### src/icache_pkg.sv
package icache_pkg;

    // address split: tag | index | word offset
    localparam int ADDR_W      = 32;
    localparam int WORD_W      = 32;
    localparam int OFFSET_W    = 2;

    // 16 lines unless the top level overrides it
    localparam int INDEX_W_DEF = 4;
    localparam int TAG_W_DEF   = ADDR_W - OFFSET_W - INDEX_W_DEF;

    typedef logic [ADDR_W-1:0] addr_t;
    typedef logic [WORD_W-1:0] word_t;

    // one entry of the tag store
    typedef struct packed {
        logic                 valid;
        logic [TAG_W_DEF-1:0] tag;
    } tag_entry_t;

    // controller states
    typedef enum logic [2:0] {
        IDLE    = 3'd0,
        LOOKUP  = 3'd1,
        REFILL  = 3'd2,
        RESPOND = 3'd3,
        FLUSH   = 3'd4
    } ctrl_state_t;

endpackage

### src/cache_array.sv
`timescale 1ns/1ps

module cache_array #(
    parameter int  DEPTH_W = 4,
    parameter type entry_t = logic [31:0]
) (
    input  logic               clk,
    input  logic [DEPTH_W-1:0] rd_index,
    input  logic               wr_en,
    input  logic [DEPTH_W-1:0] wr_index,
    input  entry_t             wr_entry,
    output entry_t             rd_entry
);

    localparam int DEPTH = 1 << DEPTH_W;

    entry_t mem [DEPTH];

    // single write port
    always_ff @(posedge clk)
    begin
        if (wr_en)
        begin
            mem[wr_index] <= wr_entry;
        end
    end

    // registered read, entry shows up the cycle after the index
    always_ff @(posedge clk)
    begin
        rd_entry <= mem[rd_index];
    end

endmodule

### src/icache_ctrl.sv
`timescale 1ns/1ps

module icache_ctrl
    import icache_pkg::*;
#(
    parameter int INDEX_W = INDEX_W_DEF
) (
    input  logic               clk,
    input  logic               rst,

    input  logic               cpu_req_valid,
    input  addr_t              cpu_req_addr,
    output logic               cpu_req_ready,
    output logic               cpu_resp_valid,
    output word_t              cpu_resp_data,
    input  logic               flush,

    output logic [INDEX_W-1:0] arr_rd_index,
    output logic               arr_wr_en,
    output logic [INDEX_W-1:0] arr_wr_index,
    input  tag_entry_t         tag_rd_entry,
    output tag_entry_t         tag_wr_entry,
    input  word_t              data_rd_word,
    output word_t              data_wr_word,

    output logic               refill_start,
    output addr_t              refill_addr,
    input  logic               refill_done,
    input  word_t              refill_data
);

    localparam int TAG_W = ADDR_W - OFFSET_W - INDEX_W;

    ctrl_state_t        state;
    ctrl_state_t        state_nxt;
    logic [INDEX_W-1:0] flush_cnt;
    addr_t              req_addr;
    word_t              resp_data;
    logic               req_fire;
    logic               hit;
    logic [INDEX_W-1:0] req_index;
    logic [TAG_W-1:0]   req_tag;

    assign req_index = req_addr[OFFSET_W +: INDEX_W];
    assign req_tag   = req_addr[ADDR_W-1 -: TAG_W];

    // a pending flush blocks new requests
    assign cpu_req_ready = (state == IDLE) && !flush;
    assign req_fire      = cpu_req_valid && cpu_req_ready;

    assign hit = tag_rd_entry.valid && (tag_rd_entry.tag == req_tag);

    always_comb
    begin
        state_nxt = state;
        case (state)
            IDLE:
            begin
                if (flush)
                begin
                    state_nxt = FLUSH;
                end
                else if (cpu_req_valid)
                begin
                    state_nxt = LOOKUP;
                end
            end
            LOOKUP:  state_nxt = hit ? RESPOND : REFILL;
            REFILL:
            begin
                if (refill_done)
                begin
                    state_nxt = RESPOND;
                end
            end
            RESPOND: state_nxt = IDLE;
            FLUSH:
            begin
                if (flush_cnt == '1)
                begin
                    state_nxt = IDLE;
                end
            end
            default: state_nxt = IDLE;
        endcase
    end

    // start in FLUSH so all valid bits are cleared first
    always_ff @(posedge clk)
    begin
        if (rst)
        begin
            state     <= FLUSH;
            flush_cnt <= '0;
        end
        else
        begin
            state <= state_nxt;
            if (state == FLUSH)
            begin
                flush_cnt <= flush_cnt + 1'b1;
            end
        end
    end

    always_ff @(posedge clk)
    begin
        if (req_fire)
        begin
            req_addr <= cpu_req_addr;
        end
        if (state == LOOKUP && hit)
        begin
            resp_data <= data_rd_word;
        end
        else if (state == REFILL && refill_done)
        begin
            resp_data <= refill_data;
        end
    end

    // read straight from the incoming address while idle
    assign arr_rd_index = (state == IDLE) ? cpu_req_addr[OFFSET_W +: INDEX_W] : req_index;

    always_comb
    begin
        arr_wr_en          = 1'b0;
        arr_wr_index       = req_index;
        tag_wr_entry.valid = 1'b1;
        tag_wr_entry.tag   = req_tag;
        if (state == FLUSH)
        begin
            arr_wr_en          = 1'b1;
            arr_wr_index       = flush_cnt;
            tag_wr_entry.valid = 1'b0;
            tag_wr_entry.tag   = '0;
        end
        else if (state == REFILL && refill_done)
        begin
            arr_wr_en = 1'b1;
        end
    end

    assign data_wr_word = refill_data;

    assign refill_start = (state == LOOKUP) && !hit;
    assign refill_addr  = {req_addr[ADDR_W-1:OFFSET_W], {OFFSET_W{1'b0}}};

    assign cpu_resp_valid = (state == RESPOND);
    assign cpu_resp_data  = resp_data;

    // returned word only while a miss is waiting for it
    assert property (@(posedge clk) disable iff (rst)
        refill_done |-> state == REFILL);

    // flush arrives as a one-cycle strobe
    assert property (@(posedge clk) disable iff (rst)
        flush |=> !flush);

endmodule

### src/icache_refill.sv
`timescale 1ns/1ps

module icache_refill
    import icache_pkg::*;
(
    input  logic  clk,
    input  logic  rst,

    input  logic  refill_start,
    input  addr_t refill_addr,
    output logic  refill_done,
    output word_t refill_data,

    output logic  mem_req_valid,
    output addr_t mem_req_addr,
    input  logic  mem_req_ready,
    input  word_t mem_rdata
);

    logic mem_fire;

    assign mem_fire = mem_req_valid && mem_req_ready;

    // request stays up through back-pressure
    always_ff @(posedge clk)
    begin
        if (rst)
        begin
            mem_req_valid <= 1'b0;
            refill_done   <= 1'b0;
        end
        else
        begin
            refill_done <= mem_fire;
            if (refill_start)
            begin
                mem_req_valid <= 1'b1;
            end
            else if (mem_fire)
            begin
                mem_req_valid <= 1'b0;
            end
        end
    end

    always_ff @(posedge clk)
    begin
        if (refill_start)
        begin
            mem_req_addr <= refill_addr;
        end
        // rdata is only valid on the accepting edge
        if (mem_fire)
        begin
            refill_data <= mem_rdata;
        end
    end

    assert property (@(posedge clk) disable iff (rst)
        mem_req_valid && !mem_req_ready |=> mem_req_valid && $stable(mem_req_addr));

    // one outstanding request only
    assert property (@(posedge clk) disable iff (rst)
        refill_start |-> !mem_req_valid && !refill_done);

endmodule

### src/icache_top.sv
`timescale 1ns/1ps

module icache_top
    import icache_pkg::*;
#(
    parameter int INDEX_W = INDEX_W_DEF
) (
    input  logic  clk,
    input  logic  rst,

    input  logic  cpu_req_valid,
    input  addr_t cpu_req_addr,
    output logic  cpu_req_ready,
    output logic  cpu_resp_valid,
    output word_t cpu_resp_data,

    input  logic  flush,

    output logic  mem_req_valid,
    output addr_t mem_req_addr,
    input  logic  mem_req_ready,
    input  word_t mem_rdata
);

    logic [INDEX_W-1:0] arr_rd_index;
    logic               arr_wr_en;
    logic [INDEX_W-1:0] arr_wr_index;
    tag_entry_t         tag_rd_entry;
    tag_entry_t         tag_wr_entry;
    word_t              data_rd_word;
    word_t              data_wr_word;
    logic               refill_start;
    addr_t              refill_addr;
    logic               refill_done;
    word_t              refill_data;

    icache_ctrl #(
        .INDEX_W (INDEX_W)
    ) ctrl_i (
        .clk            (clk),
        .rst            (rst),
        .cpu_req_valid  (cpu_req_valid),
        .cpu_req_addr   (cpu_req_addr),
        .cpu_req_ready  (cpu_req_ready),
        .cpu_resp_valid (cpu_resp_valid),
        .cpu_resp_data  (cpu_resp_data),
        .flush          (flush),
        .arr_rd_index   (arr_rd_index),
        .arr_wr_en      (arr_wr_en),
        .arr_wr_index   (arr_wr_index),
        .tag_rd_entry   (tag_rd_entry),
        .tag_wr_entry   (tag_wr_entry),
        .data_rd_word   (data_rd_word),
        .data_wr_word   (data_wr_word),
        .refill_start   (refill_start),
        .refill_addr    (refill_addr),
        .refill_done    (refill_done),
        .refill_data    (refill_data)
    );

    // valid bit and tag per line
    cache_array #(
        .DEPTH_W (INDEX_W),
        .entry_t (tag_entry_t)
    ) tag_array_i (
        .clk      (clk),
        .rd_index (arr_rd_index),
        .wr_en    (arr_wr_en),
        .wr_index (arr_wr_index),
        .wr_entry (tag_wr_entry),
        .rd_entry (tag_rd_entry)
    );

    // one instruction word per line
    cache_array #(
        .DEPTH_W (INDEX_W),
        .entry_t (word_t)
    ) data_array_i (
        .clk      (clk),
        .rd_index (arr_rd_index),
        .wr_en    (arr_wr_en),
        .wr_index (arr_wr_index),
        .wr_entry (data_wr_word),
        .rd_entry (data_rd_word)
    );

    icache_refill refill_i (
        .clk           (clk),
        .rst           (rst),
        .refill_start  (refill_start),
        .refill_addr   (refill_addr),
        .refill_done   (refill_done),
        .refill_data   (refill_data),
        .mem_req_valid (mem_req_valid),
        .mem_req_addr  (mem_req_addr),
        .mem_req_ready (mem_req_ready),
        .mem_rdata     (mem_rdata)
    );

endmodule

### config.mk
export PLATFORM = sky130hd
export DESIGN_NAME = icache_top
export DESIGN_NICKNAME = d
export VERILOG_FILES = /design/src/icache_pkg.sv /design/src/cache_array.sv /design/src/icache_ctrl.sv /design/src/icache_refill.sv /design/src/icache_top.sv
export SDC_FILE = /design/constraint.sdc
export NUM_CORES = 1
export LEC_CHECK = 0
export ABC_CLOCK_PERIOD_IN_PS = 4100
export BUFFER_PORTS_ARGS = -buffer_cell sky130_fd_sc_hd__buf_2
export CORE_MARGIN = 3
export CORE_UTILIZATION = 45
export CTS_BUF_LIST = sky130_fd_sc_hd__clkbuf_16
export CTS_CLUSTER_DIAMETER = 50
export DETAILED_ROUTE_END_ITERATION = 8
export HOLD_SLACK_MARGIN = 0.08
export PLACE_DENSITY = 0.74
export REMOVE_ABC_BUFFERS = 1
export SLEW_MARGIN = 40
export SYNTH_ARGS = -nofsm -noshare
export SYNTH_HDL_FRONTEND = slang
export SYNTH_SLANG_ARGS = --single-unit
### constraint.sdc
create_clock -name clk -period 4.1 [get_ports clk]
set_input_delay 0.205 -clock clk [delete_from_list [all_inputs] [get_ports clk]]
set_output_delay 0.205 -clock clk [all_outputs]
set_load 0.005 [all_outputs]
==> results.tsv <==
metric	value	unit
die area	114200	sq um
#FFs+latches synth	1136	
via count	26070	
Clock Latency Late Sink	0.73	ns
pre-CTS WS	0.8324	ns
final period utilization	82.14	%
Vias per Instance	6.225	
hold slack	0.1886	ns
Tmin final	3.368	ns
fillers	8270	
Initial Util	45.44	%
Total GRT Usage	21.39	%
Clock Path Buffers	3	
Synth area leader	edfxtp_1	
min-delay worst type	in -> reg	
largest net degree at the start of global routing	116	
Clock Skew	0.03696	ns
post-cts resize count	0	
Worst Setup End Kind	register	
Lkg Pwr	18.95	nW
Synth warnings	0	
Sink Count	1136	
routed wire length	120500	um
H-tree depth	4	
register clock-pin slew on the reported worst setup and hold paths	0.06	ns
post-route ant nets	0	
Post-Synthesis Cell Area	49600	sq um
Synth top area share	64.66	%
Worst Path Arrival	3.69	ns
max_cap viols	0	
GR Overflow Total	0	
Post-CTS Setup Inserts	0	
worst-path fanout max	35	
Hold Vio Cnt, Final	0	
run status	completed	
worst-path cell chain	nor2_1 > and2_1 > inv_1 > buf_4 > mux2i_1 > nand2_1 > nor2_4 > buf_4	
CP startpoint kind	register	
Die Width	338.0	um
Syn-to-layout area delta	15.91	%
f_max	0.2970	GHz
TritonRoute pass-1 iters	5	
sequential element share of the synthesized area	67.40	%
initial antenna violation count	0	
Core Rows	121	
Final Cell Area	57490	sq um
ANT cells	0	
most frequent CP cell	buf_4	
Final Setup Violations	0	
I/O pins	136	
CTS Root Cell	clkbuf_16	
I/O Buffers	131	
CTS tree	yes	
Setup CP Type	reg -> reg	
Syn Area/Cell	20.80	sq um
Async SR Flop Fraction	0	%
Top delay family on crit path	buffers and inverters	
nets@finish	2676	
setup slack after layout	0.7325	ns
Max Slew Vio Count	0	
Die Y	338.0	um
CP max stage delay	0.64	ns
DP Wirelength	63650	um
Top FF cell, synth	edfxtp_1	
Power Density	443.8	nW/um^2
Worst Max-Slew Pin Slew	0.8639	ns
Cell variety after synth	37	
number of synthesized flops with an enable pin	1068	
Placeable Area	109200	sq um
Post-Synthesis Cells	2385	
Avg WL per Cell	28.78	um
Area after DPL	52410	sq um
GP Congestion	0.7623	
layout cells sized above 1	34.37	%
combined area of the multi-input logic cells	15510	sq um
CP required	4.42	ns
Tot Pwr	25.51	mW
ranking of synthesized cells by area	edfxtp_1, mux4_2, mux2i_1	
vias in the first global route	27740	
1st-iter DRT viols	2623	
drt drc	0	
Setup TNS Final	0	ns
RSZ-0062 raised after global routing	false	
relative slew slack	42.41	%
Critical Path Slowest Stage Cell	buf_4	
total CTS buffers	131	
first-pass GRT wire length	179400	um
FF/Latch Area	33430	sq um
worst vdd ir	325.9	uV
CP bufs+invs	3	
## final cells by class
| class | instances | share of cell area (%) |
|---|---|---|
| timing repair buffer | 265 | 3.981 |
| clock buffer | 137 | 5.963 |
| multi-input combinational | 1067 | 26.97 |
| sequential | 1136 | 58.15 |
| tap | 1476 | 3.212 |
| inverter | 5 | 0.03265 |
| clock inverter | 102 | 1.687 |
## sequential cells by signal, summed over array words and instances, names as in the netlist
| signal | cells |
|---|---|
| data_array_i.rd_entry | 32 |
| ctrl_i.flush_cnt | 4 |
| refill_i.mem_req_valid | 1 |
| data_array_i.mem | 512 |
| refill_i.refill_data | 32 |
| ctrl_i.req_addr | 30 |
| refill_i.mem_req_addr | 30 |
| tag_array_i.mem | 432 |
| refill_i.refill_done | 1 |
| tag_array_i.rd_entry | 27 |
| ctrl_i.cpu_resp_data | 32 |
| ctrl_i.state | 3 |
## kinds of logic after synthesis
| family | count (synthesis) | share of synthesized area, % |
|---|---|---|
| compound gates | 131 | 2.495 |
| xor+xnor | 30 | 0.5298 |
| fa+ha+maj | 1 | 0.02522 |
| buf+inv | 183 | 1.718 |
| flops | 1136 | 67.40 |
| mux | 686 | 25.87 |
| other cells | 1 | 0.007560 |
| simple gates | 217 | 1.950 |
## worst paths after layout
kind                               start                  endpoint  slack [ns]  depth (start not counted)
setup / recovery         ctrl_i.state[1]    data_array_i.mem[0][9]        0.73                          8
hold / removal             mem_rdata[21]  refill_i.refill_data[21]        0.19                          2
setup reg to reg         ctrl_i.state[1]    data_array_i.mem[0][9]        0.73                          8
hold reg to reg   refill_i.mem_req_valid    refill_i.mem_req_valid        0.52                          1
## layer usage
metal  part of all wire (%)  wire (um)  global-route usage [%]  up-vias
met2                     50      60040                   35.40     1334
met4                    2.7       3264                   6.853        0
met5                      0          0                       0        -
met1                     38      46230                   28.67    13790
met3                    9.1      10990                   4.379      230
li1                       -          -                       -    10710
## power breakdown
part           internal [mW]  switching, mW  total (mW)
Sequential              12.8         0.0889        12.9
Clock                   7.04           4.66        11.7
Combinational          0.469          0.489       0.958
## synth_stat cells, types with 3 or more instances
cell,number
nor3_1,6
inv_1,5
buf_6,5
nand4_1,8
xnor2_1,27
nand2_1,127
a221oi_2,10
a32o_1,59
mux2i_1,178
nand3_1,5
a221oi_1,48
nor3b_1,4
edfxtp_1,1068
buf_2,78
xor2_1,3
clkbuf_1,82
buf_1,5
dfxtp_1,68
buf_4,8
mux4_2,472
and2_1,32
o21ai_0,4
a31oi_1,5
nor2_1,28
mux2_2,34
a21oi_1,5
## cell usage in the layout (no fill, tap or decap), drive strengths merged, types with 35 or more instances in the layout
| cell | netlist | routed |
|---|---|---|
| dlygate4sd3 | 0 | 65 |
| clkbuf | 82 | 137 |
| mux2i | 179 | 179 |
| a32o | 59 | 59 |
| a221oi | 58 | 58 |
| dfxtp | 68 | 68 |
| inv | 5 | 46 |
| edfxtp | 1068 | 1068 |
| nand2 | 127 | 127 |
| buf | 96 | 200 |
| mux2 | 35 | 35 |
| mux4 | 472 | 472 |
| clkinv | 0 | 44 |
## stage by stage
step | utilization (%) | cells
after global placement | 47.92 | 3880
after floorplan | - | 2208
after CTS | 52.64 | 4187
after global routing | 52.67 | 4188
after detailed placement | 48.02 | 3883
final | 52.67 | 4188
## timing repair
item / in CTS / in global routing
hold endpoints to repair: 71 / 0
hold buffers: 65 / 0
endpoints found under the setup margin: 0 / 0
## worst reg2reg max path, delay by kind of cell, from the launching register on
family        cells  cell delay [ns]
buf+inv           3             1.22
simple gates      4             0.87
flops             1             0.57
mux               1             0.26
Note: power is estimated with default switching activity, not from simulation.
